`src/dcache_pkg.sv`:
```
/*
  Geometry of the data cache and the address layout shared by the RTL
  and the testbench. The cache is 4-way set associative with 16 sets
  and 16-byte lines, so one 32-bit address splits into a 24-bit tag,
  a 4-bit set index, a 2-bit word select and a 2-bit byte select.
  Import with a wildcard in the module header.
*/
package dcache_pkg;

    localparam int ADDR_W     = 32;    // byte address
    localparam int WORD_W     = 32;    // processor data
    localparam int LINE_WORDS = 4;
    localparam int LINE_W     = LINE_WORDS * WORD_W;
    localparam int OFFSET_W   = 4;     // byte offset inside a line
    localparam int NUM_SETS   = 16;
    localparam int INDEX_W    = 4;
    localparam int TAG_W      = ADDR_W - INDEX_W - OFFSET_W;
    localparam int NUM_WAYS   = 4;     // plru tree is written for 4
    localparam int WAY_W      = 2;

    // one address word, seen either as it travels on the ports
    // or cut into the fields the lookup works on
    typedef union packed {
        logic [ADDR_W-1:0] word;
        struct packed {
            logic [TAG_W-1:0]      tag;
            logic [INDEX_W-1:0]    index;
            logic [OFFSET_W-3:0]   word_sel;   // word within the line
            logic [1:0]            byte_sel;
        } f;
    } cache_addr_u;

endpackage

```
`src/plru_table.sv`:
```
/*
  Tree pseudo-LRU state for every set, three bits per set.
  Bit 0 picks the older half, bit 1 the older way of ways 0/1 and
  bit 2 the older way of ways 2/3. An access pulse points the bits
  away from the accessed way at the next edge; the victim is read
  combinationally from the set at index.
*/
`timescale 1ns/100ps

module plru_table
    import dcache_pkg::*;
(
    input  logic               clk,
    input  logic               rst_n,
    input  logic [INDEX_W-1:0] index,
    input  logic               access_valid,
    input  logic [WAY_W-1:0]   access_way,
    output logic [WAY_W-1:0]   victim_way
);

    logic [NUM_SETS-1:0][2:0] tree_q;
    logic [2:0]               cur_bits;

    assign cur_bits = tree_q[index];

    // follow the tree towards the older side
    assign victim_way = cur_bits[0] ? {1'b1, cur_bits[2]} : {1'b0, cur_bits[1]};

    always_ff @(posedge clk or negedge rst_n) begin
        if (!rst_n) begin
            tree_q <= '0;
        end else if (access_valid) begin
            tree_q[index][0] <= ~access_way[1];          // other half is older
            if (access_way[1]) begin
                tree_q[index][2] <= ~access_way[0];
            end else begin
                tree_q[index][1] <= ~access_way[0];
            end
        end
    end

endmodule

```
`config.mk`:
```
export PLATFORM = sky130hd
export DESIGN_NAME = plru_table
export DESIGN_NICKNAME = d
export VERILOG_FILES = /design/src/dcache_pkg.sv /design/src/plru_table.sv
export SDC_FILE = /design/constraint.sdc
export NUM_CORES = 1
export LEC_CHECK = 0
export BUFFER_PORTS_ARGS = -buffer_cell sky130_fd_sc_hd__buf_2
export CAP_MARGIN = 20
export CORE_UTILIZATION = 37
export CTS_CLUSTER_SIZE = 30
export DETAILED_ROUTE_END_ITERATION = 8
export GPL_ROUTABILITY_DRIVEN = 1
export SLEW_MARGIN = 40
export SYNTH_ARGS = -nofsm -noshare
export SYNTH_HDL_FRONTEND = slang
export SYNTH_SLANG_ARGS = --single-unit
```
`constraint.sdc`:
```
create_clock -name clk -period 2.2 [get_ports clk]
set_clock_uncertainty 0.15 [all_clocks]
set_input_delay 0.11 -clock clk [delete_from_list [all_inputs] [get_ports clk]]
set_output_delay 0.11 -clock clk [all_outputs]
set_load 0.01 [all_outputs]
```
==> results.cfg <==
[status]
status = finished clean

[placed_design]
pre_cts_slack_ps = 117
port_buffers = 10
place_congestion = 0.746
place_hpwl_mm = 3.55

[routing]
ant_nets = 0
drt-vias-per-instance = 5.47
num_vias = 1695
routed_wl_mm = 5.29
first_pass_iters = 4
drc = 0
drt_iter0_drc = 117
wl_per_cell_um = 17.1

[synthesis]
ys_ff_latch = 48
synth-main-ff-cell = dfrtp_1
ys_seq_area_share_pct = 48.8
synth_edf_count = 0
ys_types = 27
syn_nets = 226
netlist_area_mm2 = 0.00246
ys_top_cells_by_count = dfrtp_1 (48), nand2_1 (22), nand3_1 (21), nor2_1 (17), mux2_2 (16)
post-synth-top-count-cell = dfrtp_1
synth.largest_area_cell = dfrtp_1
async_reset_ff_share_pct = 100
syn_inst = 217
yosysTopAreaCellShare_pct = 48.8
avgSynthCellArea_um2 = 11.3
yosys_warnings = 0
synth_area_leaders = dfrtp_1 (49%), mux4_1 (8.5%), mux2_2 (7.3%)

[global_routing]
grt_pass1_vias = 1642
grt.total_usage_pct = 16.0
grt_first_pass_wirelength_mm = 8.51
antenna_found_initial = 0
grt.overflow.total = 0
grt_max_degree = 49

[clock_tree]
cts_buffers = 5
clk_pin_slew_worst_paths_ps = 80
clock-sinks = 48
htreeDepth = 2
cts_buffer_depth = 2
cts_tree = done
clock_latency_ps = 300
cts-root-buf = clkbuf_8

[sta]
setup_slack_ps = 17.0
rsz0062_at_grt = true
finalSetupViolCount = 0
relSlewSlack_pct = 52.7
whs_ps = 117
tightestPinTransition_ps = 710
slew_viol_final = 0
setup-tns-final_ps = 0
min_period_ps = 2180
hold_viol_final = 0
fmax_ghz = 0.458
fin_crit_sh_pct = 99.2

[finish]
largest_register_ffs = 48
drive_gt1_share_pct = 28.3
diodes = 0
synthToLayoutAreaGrowth_pct = 11.8
final_util_pct = 43.1
regMostFlops = tree_q
final_nets = 241
top_regs = tree_q (48)

[worst_setup_path]
path_class = reg -> out
cp.arrival_ps = 1920
critPathLaunchType = flop
endpoint_kind = output pin
path_max_fanout = 2
crit_slowest_cell = mux4_2
max_stage_delay_ps = 490
crit_chain = mux4_2, a22oi_2, nand3_2, mux2_4, buf_6
cp.required_ps = 1940

[run]
cap_viol_max_count = 0

[die]
boundaryPins = 11
die_w_um = 83.6
die_area_mm2 = 0.00698
rows = 29
start_util_pct = 38.5
core_mm2 = 0.00639
die_h_um = 83.6

[power_and_ir_drop]
p_per_area_mw_per_mm2 = 734
ir_drop_mv = 0.299
p_leak_uw = 0.00134

[hold_path]
min_path_type = in -> reg
[path summary, 6_finish.rpt]
kind / from / end / slack (ps) / cells after the start
min reg2reg: tree_q[45]$_DFFE_PN0P_ / tree_q[45]$_DFFE_PN0P_ / 330 / 1
min: access_way[0] / tree_q[5]$_DFFE_PN0P_ / 120 / 2
max in group asynchronous: rst_n / tree_q[6]$_DFFE_PN0P_ / 1210 / 3
max: tree_q[9]$_DFFE_PN0P_ / victim_way[0] / 20 / 5
max reg2reg: tree_q[7]$_DFFE_PN0P_ / tree_q[7]$_DFFE_PN0P_ / 1280 / 1
min in group asynchronous: rst_n / tree_q[40]$_DFFE_PN0P_ / 280 / 3
[cells in the final DEF, fill, tap and decap left out, types with 2 or more instances in the layout]
cell type / Yosys / routed
mux4_2: 4 / 6
dfrtp_1: 48 / 48
nand2_1: 22 / 22
nor2b_1: 4 / 4
a21o_1: 15 / 15
and3b_2: 3 / 3
buf_4: 0 / 16
inv_1: 2 / 2
a22oi_2: 0 / 3
clkinv_2: 0 / 2
clkbuf_8: 0 / 6
mux2_2: 16 / 16
buf_2: 4 / 9
o21ai_0: 15 / 15
mux2i_1: 2 / 2
o31ai_1: 8 / 8
nand3_1: 21 / 21
nor2_1: 17 / 17
mux4_1: 8 / 6
nand4_1: 4 / 4
[metrics by stage]
step           instance area [um2]  cells  power (uW)
2_1_floorplan                 2460    217        1340
3_3_place_gp                  2620    299        1460
3_5_place_dp                  2620    299        1470
4_1_cts                       2730    308        2020
5_1_grt                       2750    310        2130
6_report                      2750    310        2020
[cell families after synthesis]
| kind of cell | Yosys count | share of synthesized area, % |
|---|---|---|
| and+or+nand+nor | 76 | 15.2 |
| DFF | 48 | 48.8 |
| AOI/OAI and AO/OA | 41 | 11.0 |
| muxes | 31 | 20.9 |
| buffers and inverters | 21 | 4.07 |
[worst max-delay path, delay by kind of cell (launching register included)]
family / cells / cell delay [ps]
DFF: 1 / 390
AOI/OAI and AO/OA: 1 / 190
buffers and inverters: 1 / 120
and+or+nand+nor: 1 / 110
muxes: 2 / 810
[metal layers]
metal	up-vias	wire length [um]	track usage (%)	part of all wire (%)
met5	-	0	0	0
met4	0	84	5.24	1.6
met3	9	194	4.25	3.7
met2	30	2390	24.4	45
met1	841	2620	22.2	49
li1	815	-	-	-
[report_power, final]
group | switching, uW | internal (uW)
sequential | 76.8 | 1020
combinational | 174 | 203
clock | 298 | 251
total | 548 | 1470
[what timing repair did]
action / CTS / global route
resized for setup: 2 / 4
hold buffers: 1 / 0
endpoints found under the setup margin: 1 / 1
pin swaps: 1 / 0
gates cloned: 0 / 0
hold endpoints to repair: 48 / 0
setup buffers: 0 / 2
[cell type report]
class / instances / area, um2
well taps: 77 / 96.3
multi-input cells: 148 / 1170
flip-flops and latches: 48 / 1200
clock buffers: 6 / 82.6
fillers: 593 / 3630
repair buffers: 27 / 186
inverters: 2 / 7.51
clock inverters: 2 / 10.0
No activity file was read; power rests on OpenSTA's default activity.
