### config.mk
export PLATFORM = sky130hd
export DESIGN_NAME = dcache_ctrl
export DESIGN_NICKNAME = d
export VERILOG_FILES = /design/src/dcache_pkg.sv /design/src/dcache_ctrl.sv
export SDC_FILE = /design/constraint.sdc
export NUM_CORES = 1
export LEC_CHECK = 0
export BUFFER_PORTS_ARGS = -buffer_cell sky130_fd_sc_hd__buf_4
export CAP_MARGIN = 20
export CORE_AREA = 8 8 463 465
export CTS_BUF_LIST = sky130_fd_sc_hd__clkbuf_16
export DETAILED_ROUTE_END_ITERATION = 7
export DIE_AREA = 0 0 471 473
export PLACE_DENSITY = 0.3
export SLEW_MARGIN = 20
export SYNTH_ARGS = -nofsm -noshare
export SYNTH_HDL_FRONTEND = slang
export SYNTH_SLANG_ARGS = --single-unit
### constraint.sdc
create_clock -name clk -period 3 [get_ports clk]
set_input_delay 0 -clock clk [delete_from_list [all_inputs] [get_ports clk]]
set_output_delay 0 -clock clk [all_outputs]
set_load 0.05 [all_outputs]
### src/dcache_pkg.sv
/*
  Geometry of the data cache and the address layout shared by the RTL
  and the testbench. The cache is 4-way set associative with 16 sets
  and 16-byte lines, so one 32-bit address splits into a 24-bit tag,
  a 4-bit set index, a 2-bit word select and a 2-bit byte select.
  Import with a wildcard in the module header.
*/
package dcache_pkg;

    localparam int ADDR_W     = 32;    // byte address
    localparam int WORD_W     = 32;    // processor data
    localparam int LINE_WORDS = 4;
    localparam int LINE_W     = LINE_WORDS * WORD_W;
    localparam int OFFSET_W   = 4;     // byte offset inside a line
    localparam int NUM_SETS   = 16;
    localparam int INDEX_W    = 4;
    localparam int TAG_W      = ADDR_W - INDEX_W - OFFSET_W;
    localparam int NUM_WAYS   = 4;     // plru tree is written for 4
    localparam int WAY_W      = 2;

    // one address word, seen either as it travels on the ports
    // or cut into the fields the lookup works on
    typedef union packed {
        logic [ADDR_W-1:0] word;
        struct packed {
            logic [TAG_W-1:0]      tag;
            logic [INDEX_W-1:0]    index;
            logic [OFFSET_W-3:0]   word_sel;   // word within the line
            logic [1:0]            byte_sel;
        } f;
    } cache_addr_u;

endpackage

### src/dcache_ctrl.sv
/*
  Cache controller. Holds the one outstanding processor request,
  compares the tags of all ways, returns the hit word and merges
  store bytes into the hit line. Misses run through the write-back
  and refill sequence, after which the set is read again and the
  request finishes as a hit in LOOKUP.
*/
`timescale 1ns/100ps

module dcache_ctrl
    import dcache_pkg::*;
(
    input  logic                               clk,
    input  logic                               rst_n,
    // processor side
    input  logic                               cpu_req,
    input  logic                               cpu_we,
    input  logic [ADDR_W-1:0]                  cpu_addr,
    input  logic [3:0]                         cpu_wstrb,
    input  logic [WORD_W-1:0]                  cpu_wdata,
    output logic                               cpu_ack,
    output logic [WORD_W-1:0]                  cpu_rdata,
    // memory side
    output logic                               mem_rd_req,
    output logic [ADDR_W-1:0]                  mem_rd_addr,
    input  logic                               mem_rd_rdy,
    input  logic                               mem_ret_valid,
    input  logic [LINE_W-1:0]                  mem_ret_data,
    output logic                               mem_wr_req,
    output logic [ADDR_W-1:0]                  mem_wr_addr,
    output logic [LINE_W-1:0]                  mem_wr_data,
    input  logic                               mem_wr_rdy,
    input  logic                               mem_wr_done,
    // arrays
    input  logic [NUM_WAYS-1:0][TAG_W-1:0]     rd_tag,
    input  logic [NUM_WAYS-1:0]                rd_valid,
    input  logic [NUM_WAYS-1:0]                rd_dirty,
    input  logic [NUM_WAYS-1:0][LINE_W-1:0]    rd_line,
    output logic [INDEX_W-1:0]                 arr_rd_index,
    output logic [INDEX_W-1:0]                 arr_wr_index,
    output logic [NUM_WAYS-1:0]                arr_we,
    output logic [TAG_W-1:0]                   arr_wr_tag,
    output logic                               arr_wr_dirty,
    output logic [LINE_W-1:0]                  arr_wr_line,
    // replacement
    input  logic [WAY_W-1:0]                   victim_way,
    output logic [INDEX_W-1:0]                 plru_index,
    output logic                               access_valid,
    output logic [WAY_W-1:0]                   access_way
);

    typedef enum logic [2:0] {
        IDLE,
        LOOKUP,
        MISS_DIRTY,
        WRITEBACK,
        MISS_CLEAN,
        REFILL,
        REFILL_DONE
    } state_e;

    state_e state_q;
    state_e state_d;

    cache_addr_u       in_addr;
    cache_addr_u       req_addr_q;
    logic              req_we_q;
    logic [3:0]        req_wstrb_q;
    logic [WORD_W-1:0] req_wdata_q;
    logic [WAY_W-1:0]  victim_q;           // way being replaced

    logic [NUM_WAYS-1:0] hit_vec;
    logic                hit_any;
    logic [WAY_W-1:0]    hit_way;

    logic [LINE_WORDS-1:0][WORD_W-1:0] hit_words;
    logic [LINE_WORDS-1:0][WORD_W-1:0] merged_words;
    logic [WORD_W-1:0]                 old_word;

    cache_addr_u wb_addr;
    cache_addr_u rf_addr;

    assign in_addr.word = cpu_addr;

    // request register, loaded once per request in IDLE
    always_ff @(posedge clk) begin
        if (state_q == IDLE && cpu_req) begin
            req_addr_q  <= in_addr;
            req_we_q    <= cpu_we;
            req_wstrb_q <= cpu_wstrb;
            req_wdata_q <= cpu_wdata;
        end
        if (state_q == LOOKUP && !hit_any) begin
            victim_q <= victim_way;
        end
    end

    always_ff @(posedge clk or negedge rst_n) begin
        if (!rst_n) begin
            state_q <= IDLE;
        end else begin
            state_q <= state_d;
        end
    end

    // tag compare over all ways
    always_comb begin
        hit_way = '0;
        for (int w = 0; w < NUM_WAYS; w++) begin
            hit_vec[w] = rd_valid[w] && (rd_tag[w] == req_addr_q.f.tag);
            if (hit_vec[w]) begin
                hit_way = WAY_W'(w);
            end
        end
    end

    assign hit_any   = |hit_vec;
    assign hit_words = rd_line[hit_way];
    assign old_word  = hit_words[req_addr_q.f.word_sel];
    assign cpu_rdata = old_word;

    // byte merge of the store data into the hit line
    always_comb begin
        merged_words = hit_words;
        for (int b = 0; b < 4; b++) begin
            if (req_wstrb_q[b]) begin
                merged_words[req_addr_q.f.word_sel][b*8 +: 8] = req_wdata_q[b*8 +: 8];
            end
        end
    end

    // line aligned addresses for write-back and refill
    always_comb begin
        wb_addr            = req_addr_q;
        wb_addr.f.tag      = rd_tag[victim_q];
        wb_addr.f.word_sel = '0;
        wb_addr.f.byte_sel = '0;
        rf_addr            = req_addr_q;
        rf_addr.f.word_sel = '0;
        rf_addr.f.byte_sel = '0;
    end

    assign mem_wr_addr = wb_addr.word;
    assign mem_wr_data = rd_line[victim_q];   // set stays read during the miss
    assign mem_rd_addr = rf_addr.word;

    assign arr_rd_index = (state_q == IDLE) ? in_addr.f.index : req_addr_q.f.index;
    assign arr_wr_index = req_addr_q.f.index;
    assign arr_wr_tag   = req_addr_q.f.tag;
    assign plru_index   = req_addr_q.f.index;
    assign access_way   = hit_way;

    always_comb begin
        state_d      = state_q;
        cpu_ack      = 1'b0;
        mem_rd_req   = 1'b0;
        mem_wr_req   = 1'b0;
        arr_we       = '0;
        arr_wr_dirty = 1'b0;
        arr_wr_line  = merged_words;
        access_valid = 1'b0;
        case (state_q)
            IDLE: begin
                if (cpu_req) begin
                    state_d = LOOKUP;
                end
            end
            LOOKUP: begin
                if (hit_any) begin
                    cpu_ack      = 1'b1;
                    access_valid = 1'b1;
                    if (req_we_q) begin
                        arr_we       = hit_vec;   // store hit marks the line dirty
                        arr_wr_dirty = 1'b1;
                    end
                    state_d = IDLE;
                end else if (rd_valid[victim_way] && rd_dirty[victim_way]) begin
                    state_d = MISS_DIRTY;
                end else begin
                    state_d = MISS_CLEAN;
                end
            end
            MISS_DIRTY: begin
                mem_wr_req = 1'b1;
                if (mem_wr_rdy) begin
                    state_d = WRITEBACK;
                end
            end
            WRITEBACK: begin
                if (mem_wr_done) begin
                    state_d = MISS_CLEAN;
                end
            end
            MISS_CLEAN: begin
                mem_rd_req = 1'b1;
                if (mem_rd_rdy) begin
                    state_d = REFILL;
                end
            end
            REFILL: begin
                if (mem_ret_valid) begin
                    arr_we[victim_q] = 1'b1;
                    arr_wr_line      = mem_ret_data;   // clean copy of memory
                    state_d          = REFILL_DONE;
                end
            end
            REFILL_DONE: state_d = LOOKUP;   // set read again here
            default:     state_d = IDLE;
        endcase
    end

endmodule

==> impl_metrics.env, run 1 <==
export IMPL_ys_top_cells_by_count="176 x clkbuf_1, 152 x mux4_2, 134 x nand3_1"
export IMPL_whs_endpoint="req_addr_q[30]"
export IMPL_final_nets=4177
export IMPL_cts_root_buf="clkbuf_16"
export IMPL_cts_max_path_buffers=2
export IMPL_grt_total_usage=0.205
export IMPL_hold_depth=2
export IMPL_worstMarginPinSlew_ns=1.03
export IMPL_vias=24393
export IMPL_die_h_um=473
export IMPL_fin_skew_ns=0.0327
export IMPL_overflow=0
export IMPL_grt_antenna_before_repair=115
export IMPL_drtAntennaViolNets=0
export IMPL_outcome="complete, but fails checks"
export IMPL_finalSetupViolations=170
export IMPL_drt_iter0_drc=1930
export IMPL_pwr_share_comb=0.841
export IMPL_p_leak_nw=15.7
export IMPL_vias_per_cell=4.00
export IMPL_clockPowerShare=0.074
export IMPL_rows=167
export IMPL_clk_pin_slew_worst_paths_ns=0.11
export IMPL_crit_arrival_ns=4.18
export IMPL_power_density_nw_per_um2=521
export IMPL_cp_max_fo=46
export IMPL_clock_latency_ns=0.48
export IMPL_ys_flop_type="edfxtp_1"
export IMPL_wl_per_cell_um=39.7
export IMPL_cts_sinks=72
export IMPL_place_hpwl_um=199000
export IMPL_ir_drop_mv=0.591
export IMPL_fin_util=0.183
export IMPL_hold_start="cpu_req"
export IMPL_violations="negative setup slack"
export IMPL_synth_cell_types=44
export IMPL_synth_top_area_frac=0.216
export IMPL_r2r_setup_slack_ns=-0.37
export IMPL_async_flop_share=0.0417
export IMPL_pin_count=1221
export IMPL_grt_pass1_vias=25614
export IMPL_crit_required_ns=3.00
export IMPL_coreArea_um2=206000
export IMPL_yosysSeqAreaShare=0.135
export IMPL_first_pass_iters=6
export IMPL_slew_viol_final=0
export IMPL_cap_viol_max_count=0
export IMPL_hold_violations=0
export IMPL_gp_congestion=0.868
export IMPL_grt_setup_unrepaired="yes"
export IMPL_period_share=1.39
export IMPL_p_sw_w=0.0118
export IMPL_cts_buffers=9
export IMPL_r2r_cells=15
export IMPL_critPathCaptureType="primary output"
export IMPL_fmaxAchievable_mhz=240
export IMPL_yosysMostFrequentCell="clkbuf_1"
export IMPL_critPathKind="flip-flop to primary output"
export IMPL_finalWirelength_um=242000
export IMPL_max_slew_margin=0.314
export IMPL_synth_edf_count=69
export IMPL_drive_gt1_frac=0.681
export IMPL_crit_path_start_kind="flip-flop"
export IMPL_postSynthAreaPerCell_um2=8.67
export IMPL_setup_ws_ns=-1.18
export IMPL_swShare=0.600
export IMPL_intPower_w=0.00786
export IMPL_synth_area_um2=15900
export IMPL_ys_ff_latch=72
export IMPL_fp_dieW_um=471
export IMPL_ctsHtreeMaxLevel=3
export IMPL_nFillCells=23187
export IMPL_rr_endpoint="state_q[2]"
export IMPL_start_util=0.0769
export IMPL_area_delta_synth_final_pct=138
export IMPL_grt_pass1_wl_um=300000
export IMPL_synth_top_cell_by_area="mux4_2"
export IMPL_holdWs_ns=0.137
export IMPL_dieArea_um2=223000
export IMPL_cts_tree="done"
export IMPL_period_minus_slack_ns=4.18
export IMPL_post_route_drc_count=0
export IMPL_port_buffers=1210
export IMPL_syn_inst=1830
export IMPL_r2r_start="req_addr_q[12]"
export IMPL_grt_max_degree=69
export IMPL_synth_warnings=0
export IMPL_pwr_share_seq=0.085
export IMPL_synth_area_leaders="mux4_2 22%, edfxtp_1 13%, a22oi_2 7.7%"
export IMPL_hold_class="input pin to flip-flop"
==> worst max-delay path: stages, from the launching register on <==
cell and delay (ns):
edfxtp_1 0.48, buf_4 0.20, xnor2_4 0.23, nand4_1 0.13
or4_4 0.53, or2_4 0.32, buf_4 0.16, buf_12 0.16
o311ai_0 0.28, a22oi_2 0.19, buf_4 0.19, a22o_1 0.26
buf_12 0.14, nor2_4 0.08, buf_8 0.16
==> routing by layer <==
layer  up-vias  wire length, um  track usage
met5         -              552            0
met2      1340           125000        0.382
met1     12438            90700        0.228
met4        86             4930       0.0346
met3       234            21000       0.0704
li1      10295                -            -
==> area by class of cell <==
cell class / instances / area (um2) / share of cell area
inverters: 128 / 480 / 0.0127
clock buffers: 9 / 225 / 0.00597
diodes: 40 / 100 / 0.00265
multi-input cells: 1352 / 14300 / 0.380
well taps: 2704 / 3380 / 0.0897
clock inverters: 7 / 80.1 / 0.00212
repair buffers: 1792 / 17000 / 0.450
flip-flops and latches: 72 / 2150 / 0.0569
==> power by group through the flow <==
stage | Sequential (W) | Combinational (W) | Clock [W]
6_report | 0.00166 | 0.0165 | 0.00146
5_1_grt | 0.00169 | 0.0171 | 0.00154
4_1_cts | 0.00170 | 0.0167 | 0.00155
3_5_place_dp | 0.00173 | 0.0154 | 0
3_3_place_gp | 0.00174 | 0.0154 | 0
2_1_floorplan | 0.00149 | 0.00852 | 0
==> sequential cells by signal, indices dropped and copies added (netlist names) <==
name,count
req_addr_q,30
req_wstrb_q,4
req_wdata_q,32
req_we_q,1
victim_q,2
state_q,3
==> per-stage QoR <==
step / instance area (um2) / instances / setup slack [ns] / total power [W] / TNS (ns)
3_5_place_dp: 30900 / 5835 / -1.48 / 0.0171 / -151.01
6_report: 37700 / 6104 / -1.18 / 0.0196 / -151.93
4_1_cts: 36800 / 6035 / -1.16 / 0.0200 / -158.62
3_3_place_gp: 30900 / 5835 / -1.45 / 0.0172 / -149.64
2_1_floorplan: 16100 / 1837 / -0.166 / 0.0100 / -0.558
5_1_grt: 37600 / 6073 / -1.22 / 0.0204 / -170.75
==> logic make-up (layout without fill, tap and decap cells) <==
logic type	after synthesis	after routing	synth area share
AOI/OAI and AO/OA	719	719	0.344
muxes	157	157	0.219
and+or+nand+nor	371	372	0.126
buffers and inverters	414	1936	0.122
DFF	72	72	0.135
other	1	48	0.000236
xor gates and xnor gates	96	96	0.0530
==> repair_timing <==
item | 4_1_cts | 5_1_grt
hold endpoints to repair | 75 | 0
pin swaps | 235 | 104
setup buffers | 105 | 47
hold buffers | 75 | 0
resized for setup | 754 | 119
endpoints found under the setup margin | 173 | 172
cloned | 30 | 3
==> worst max-delay path by stage <==
stage / startpoint / endpoint
after detailed placement: req_addr_q[12] / arr_wr_line[124]
after global placement: req_addr_q[12] / arr_wr_line[124]
after global routing: req_addr_q[30] / cpu_rdata[20]
after CTS: req_addr_q[30] / arr_wr_line[124]
after floorplan: req_addr_q[24] / cpu_ack
final: req_addr_q[12] / cpu_rdata[20]
==> cell usage in the layout (no fill, tap or decap), types with 6 or more instances in the layout <==
cell           count
or3_1            122
or3_4              7
buf_4           1270
diode_2           40
nor2_4            14
a22oi_2          127
nor4_2             7
nor2_2            12
nor2_1             7
edfxtp_1          69
buf_12           103
buf_16            33
clkbuf_16         12
xor2_1            34
a21oi_2           35
buf_6            275
inv_1            128
o311ai_2          29
o311ai_0          32
dlygate4sd3_1     75
a22o_4            14
a221oi_4           7
xnor2_4            6
conb_1             8
buf_8             31
o311ai_4          11
nand3_1          129
nand4_1           15
o21ai_0          131
a21o_1           128
a22o_1            39
nand2_1           28
a21oi_4           90
xnor2_1           49
o311ai_1          56
mux4_2           152
(Power assumes the default switching activity.)
==> run 2, diff against run 1 <==
Settings changed: ABC_CLOCK_PERIOD_IN_PS set to 3660.
Clock period 3 ns to 3.66 ns, I/O delays scaled along.
==> run 2 against run 1 <==
Net effect:
- clock power is 15% lower
- highest routed layer unchanged
- routed wire length down 2.1%
- the run still ends with negative setup slack left
- non-clock buffer count is 42 lower
- critical endpoint is now arr_wr_line[4]
==> impl_metrics.env, run 2 (synthesis results as in run 1) <==
export IMPL_dieArea_um2=223000
export IMPL_rr_endpoint="state_q[1]"
export IMPL_path_buf_inv=4
export IMPL_post_route_drc_count=0
export IMPL_cts_max_path_buffers=2
export IMPL_port_buffers=1210
export IMPL_dpl_worst_slack_ns=-0.302
export IMPL_slew_viol_final=0
export IMPL_worstMarginPinSlew_ns=1.03
export IMPL_design_area_um2=36200
export IMPL_grt_max_degree=74
export IMPL_clk_pin_slew_worst_paths_ns=0.08
export IMPL_clock_latency_ns=0.46
export IMPL_largest_reg_flops=32
export IMPL_fmaxAchievable_mhz=250
export IMPL_ctsHtreeMaxLevel=3
export IMPL_drive_gt1_frac=0.671
export IMPL_violations="negative setup slack"
export IMPL_pin_count=1221
export IMPL_tns_ns=-25.89
export IMPL_top_regs="req_wdata_q: 32 flops, req_addr_q: 30 flops, req_wstrb_q: 4 flops"
export IMPL_crit_family="simple AND/OR/NAND/NOR gates"
export IMPL_grt_pass1_wl_um=280000
export IMPL_max_slew_margin=0.310
export IMPL_place_hpwl_um=195000
export IMPL_critPathCaptureType="primary output"
export IMPL_top_register="req_wdata_q"
export IMPL_crit_required_ns=3.66
export IMPL_vias=23685
export IMPL_cp_max_fo=50
export IMPL_grt_pass1_vias=24508
export IMPL_cts_sinks=72
export IMPL_rows=167
export IMPL_cpMaxStageDelayCell="or4_4"
export IMPL_cts_tree="done"
export IMPL_first_pass_iters=5
export IMPL_gp_congestion=0.816
export IMPL_die_h_um=473
export IMPL_crit_arrival_ns=4.01
export IMPL_grt_antenna_before_repair=111
export IMPL_hold_violations=0
export IMPL_grt_total_usage=0.191
export IMPL_cts_buffers=9
export IMPL_p_leak_nw=15.2
export IMPL_hold_class="input pin to flip-flop"
export IMPL_r2r_start="req_addr_q[17]"
export IMPL_final_common_cell="buf_4"
export IMPL_start_util=0.0769
export IMPL_drt_iter0_drc=1613
export IMPL_ir_drop_mv=0.311
export IMPL_crit_path_start_kind="flip-flop"
export IMPL_vias_per_cell=3.92
export IMPL_power_density_nw_per_um2=432
export IMPL_p_total_w=0.0156
export IMPL_finalSetupViolations=155
export IMPL_final_cell_mix="1344 x buf_4, 199 x buf_6, 152 x mux4_2"
export IMPL_final_nets=4134
export IMPL_setup_ws_ns=-0.348
export IMPL_fin_util=0.175
export IMPL_grt_setup_unrepaired="yes"
export IMPL_crit_chain="xnor2_2 > nand4_1 > or4_4 > clkbuf_8 > buf_4 > or3_1 > a22oi_2 > buf_12 > a21oi_1 > a21o_1 > buf_4"
export IMPL_wl_per_cell_um=39.2
export IMPL_period_share=1.10
export IMPL_r2r_cells=11
export IMPL_placed_area_um2=30000
export IMPL_finalWirelength_um=237000
export IMPL_crit_top_cell="buf_4"
export IMPL_hold_depth=2
export IMPL_fp_dieW_um=471
export IMPL_r2r_setup_slack_ns=0.13
export IMPL_coreArea_um2=206000
export IMPL_hold_start="cpu_addr[22]"
export IMPL_period_minus_slack_ns=4.01
export IMPL_crit_path_max_incr_delay_ns=0.61
export IMPL_whs_endpoint="req_addr_q[22]"
export IMPL_startpoint="req_addr_q[17]"
export IMPL_area_delta_synth_final_pct=128
export IMPL_cts_root_buf="clkbuf_16"
export IMPL_overflow=0
export IMPL_cap_viol_max_count=0
export IMPL_fin_skew_ns=0.0272
export IMPL_outcome="complete, but fails checks"
export IMPL_critPathKind="flip-flop to primary output"
export IMPL_drtAntennaViolNets=0
==> run 2: layout make-up <==
type                            count  area [um2]
Clock inverter                      7         103
Timing Repair Buffer             1750       15800
Tap cell                         2704        3380
Multi-Input combinational cell   1351       14000
Sequential cell                    72        2150
Fill cell                       23214      170000
Antenna cell                       27        67.6
Inverter                          128         480
Clock buffer                        9         225
==> run 2: layer usage <==
layer	part of all wire	track usage	up-vias
met4	0.020	0.0283	96
li1	-	-	10184
met1	0.38	0.212	11980
met3	0.086	0.0667	212
met5	0.0026	0	-
met2	0.51	0.358	1213
==> run 2: through the flow <==
stage          hold WS [ns]  instances
3_3_place_gp         -0.205       5785
2_1_floorplan        -0.296       1837
3_5_place_dp         -0.204       5785
6_report              0.266       6048
5_1_grt               0.233       6028
4_1_cts               0.190       5923
==> run 2: timing repair <==
action,CTS,global route
resized for setup,303,398
hold buffers,77,0
endpoints found under the hold margin,78,0
buffers inserted,43,101
pin swaps,79,180
cloned,6,19
setup endpoints to repair,163,164
==> run 2: how the worst max path moves through the flow <==
| stage | end | slack [ns] | cells after the start |
|---|---|---|---|
| 5_1_grt | arr_wr_line[16] | -0.45 | 13 |
| 2_1_floorplan | cpu_rdata[0] | 0.13 | 11 |
| 6_report | arr_wr_line[4] | -0.35 | 11 |
| 4_1_cts | cpu_rdata[27] | -0.40 | 13 |
| 3_3_place_gp | cpu_rdata[28] | -0.28 | 12 |
| 3_5_place_dp | cpu_rdata[4] | -0.30 | 15 |
==> run 2: power breakdown <==
group          internal, W  switching (W)  total, W
sequential         0.00109       0.000293   0.00138
combinational      0.00451        0.00848    0.0130
clock             0.000608       0.000634   0.00124
==> run 3, diff against run 2 <==
==> constraint.sdc (replaced) <==
create_clock -name clk -period 3.66 [get_ports clk]
set_input_delay 0.366 -clock clk [delete_from_list [all_inputs] [get_ports clk]]
set_output_delay 0.366 -clock clk [all_outputs]
set_load 0.05 [all_outputs]
==> run 3 against run 2 <==
Net effect:
- the run still ends with negative setup slack left
- worst hold slack worse by 0.18 ns
- clock skew is 0.015 ns lower
- clock power decreased by 8%
- setup slack lost 0.35 ns
- critical endpoint is now arr_wr_line[51]
- die area did not move
- core utilization shrank 0.24 points
- cell count decreased by 1.0%
- first-iteration DRC count up 15%
- routed wire length fell by 0.27%
==> impl_metrics.env, run 3 (synthesis results as in run 1) <==
export IMPL_crit_path_max_incr_delay_ns=0.44
export IMPL_ir_drop_mv=0.340
export IMPL_cp_max_fo=7
export IMPL_critPathCaptureType="primary output"
export IMPL_cts_root_buf="clkbuf_16"
export IMPL_final_common_cell="buf_4"
export IMPL_final_nets=4077
export IMPL_ctsHtreeMaxLevel=3
export IMPL_grt_pass1_wl_um=281000
export IMPL_hold_depth=1
export IMPL_first_pass_iters=5
export IMPL_p_leak_nw=15.0
export IMPL_pin_count=1221
export IMPL_crit_chain="buf_6 > buf_6 > xnor2_2 > nand4_1 > nor4_2 > buf_4 > and2_4 > buf_16 > buf_12 > buf_4 > o311ai_4 > a22oi_2 > buf_4 > a21oi_1 > a21o_1 > buf_4"
export IMPL_drtAntennaViolNets=0
export IMPL_clk_pin_slew_worst_paths_ns=0.09
export IMPL_crit_path_start_kind="flip-flop"
export IMPL_dpl_worst_slack_ns=-0.733
export IMPL_clock_latency_ns=0.44
export IMPL_start_util=0.0769
export IMPL_fmaxAchievable_mhz=230
export IMPL_whs_endpoint="req_addr_q[18]"
export IMPL_cts_buffers=9
export IMPL_die_h_um=473
export IMPL_fin_skew_ns=0.0123
export IMPL_finalWirelength_um=236000
export IMPL_rr_endpoint="state_q[2]"
export IMPL_final_cell_mix="1329 x buf_4, 220 x buf_6, 152 x mux4_2"
export IMPL_hold_start="cpu_addr[18]"
export IMPL_cts_sinks=72
export IMPL_post_route_drc_count=0
export IMPL_crit_arrival_ns=3.99
export IMPL_place_hpwl_um=193000
export IMPL_wl_per_cell_um=39.5
export IMPL_drive_gt1_frac=0.687
export IMPL_port_buffers=1210
export IMPL_dieArea_um2=223000
export IMPL_top_regs="req_wdata_q: 32 flops, req_addr_q: 30 flops, req_wstrb_q: 4 flops"
export IMPL_grt_antenna_before_repair=104
export IMPL_overflow=0
export IMPL_cts_tree="done"
export IMPL_cpMaxStageDelayCell="edfxtp_1"
export IMPL_slew_viol_final=0
export IMPL_period_minus_slack_ns=4.36
export IMPL_fp_dieW_um=471
export IMPL_grt_max_degree=64
export IMPL_tns_ns=-82.22
export IMPL_power_density_nw_per_um2=433
export IMPL_hold_violations=0
export IMPL_worstMarginPinSlew_ns=0.880
export IMPL_finalSetupViolations=164
export IMPL_crit_required_ns=3.29
export IMPL_coreArea_um2=206000
export IMPL_crit_top_cell="buf_4"
export IMPL_gp_congestion=0.845
export IMPL_vias_per_cell=3.97
export IMPL_rows=167
export IMPL_grt_setup_unrepaired="yes"
export IMPL_nFillCells=23311
export IMPL_cap_viol_max_count=0
export IMPL_violations="negative setup slack"
export IMPL_fin_util=0.173
export IMPL_drt_iter0_drc=1851
export IMPL_r2r_start="req_addr_q[12]"
export IMPL_grt_total_usage=0.192
export IMPL_outcome="complete, but fails checks"
export IMPL_area_delta_synth_final_pct=125
export IMPL_p_total_w=0.0154
export IMPL_critPathKind="flip-flop to primary output"
export IMPL_vias=23788
export IMPL_hold_class="input pin to flip-flop"
export IMPL_setup_ws_ns=-0.696
export IMPL_largest_reg_flops=32
export IMPL_r2r_cells=13
export IMPL_grt_pass1_vias=24501
export IMPL_top_register="req_wdata_q"
export IMPL_period_share=1.19
export IMPL_r2r_setup_slack_ns=0.49
export IMPL_cts_max_path_buffers=2
export IMPL_max_slew_margin=0.412
-- run 3: cell types whose count changed in the layout (fill, tap and decap cells not counted), sizes merged, moves of 2 or more --
cell	change
dlygate4sd3	-76
diode	-4
clkinv	-2
bufbuf	-2
inv	+2
buf	+21
-- run 3: routing by layer --
layer | vias up | part of all wire | global-route usage
met3 | 219 | 0.087 | 0.0679
met4 | 98 | 0.018 | 0.0327
met1 | 12136 | 0.39 | 0.221
li1 | 10041 | - | -
met2 | 1294 | 0.50 | 0.344
met5 | - | 0.0035 | 0.00661
-- run 3: worst max-delay path by stage --
stage	from	slack, ns	cells after the start	end
floorplan	req_addr_q[24]	-0.10	13	cpu_ack
detailed placement	req_addr_q[10]	-0.73	14	arr_wr_line[13]
global placement	req_addr_q[30]	-1.35	13	arr_wr_line[1]
CTS	req_addr_q[12]	-0.79	14	cpu_rdata[25]
global route	req_addr_q[12]	-0.81	16	cpu_rdata[30]
finish	req_addr_q[12]	-0.70	16	arr_wr_line[51]
-- run 3: where the power goes --
group,internal (W),switching (W)
Sequential,0.00109,0.000247
Clock,0.000543,0.000599
Combinational,0.00450,0.00846
-- run 3: repair_timing --
action                                  CTS  global route
buffers inserted                         41            80
endpoints found under the hold margin     3             0
resized for setup                       257           493
endpoints found under the setup margin  167           163
hold buffers                              1             0
pin swaps                                49           138
gates cloned                              9            22
-- run 3: cell type report --
| class | instances | area (um2) | share of cell area |
|---|---|---|---|
| Antenna cell | 23 | 57.6 | 0.00161 |
| Clock buffer | 9 | 225 | 0.00631 |
| Clock inverter | 7 | 83.8 | 0.00235 |
| Inverter | 128 | 480 | 0.0135 |
| Multi-Input combinational cell | 1351 | 13900 | 0.389 |
| Sequential cell | 72 | 2150 | 0.0602 |
| Tap cell | 2704 | 3380 | 0.0948 |
| Timing Repair Buffer | 1693 | 15400 | 0.432 |
-- run 3: metrics by stage --
step / std cells / hold WS, ns / area, um2
after floorplan: 1837 / 0.0704 / 16000
after global placement: 5825 / 0.158 / 30500
after detailed placement: 5828 / 0.158 / 30500
after CTS: 5892 / 0.0279 / 32500
after global routing: 5973 / 0.0484 / 35600
final: 5987 / 0.0863 / 35700
-- run 3: critical path: cells and delay by family, from the launching register on --
family          cells  cell delay, ns
xor+xnor            1            0.16
buf+inv             8            1.34
flops               1            0.44
compound gates      4            0.70
simple gates        3            0.83
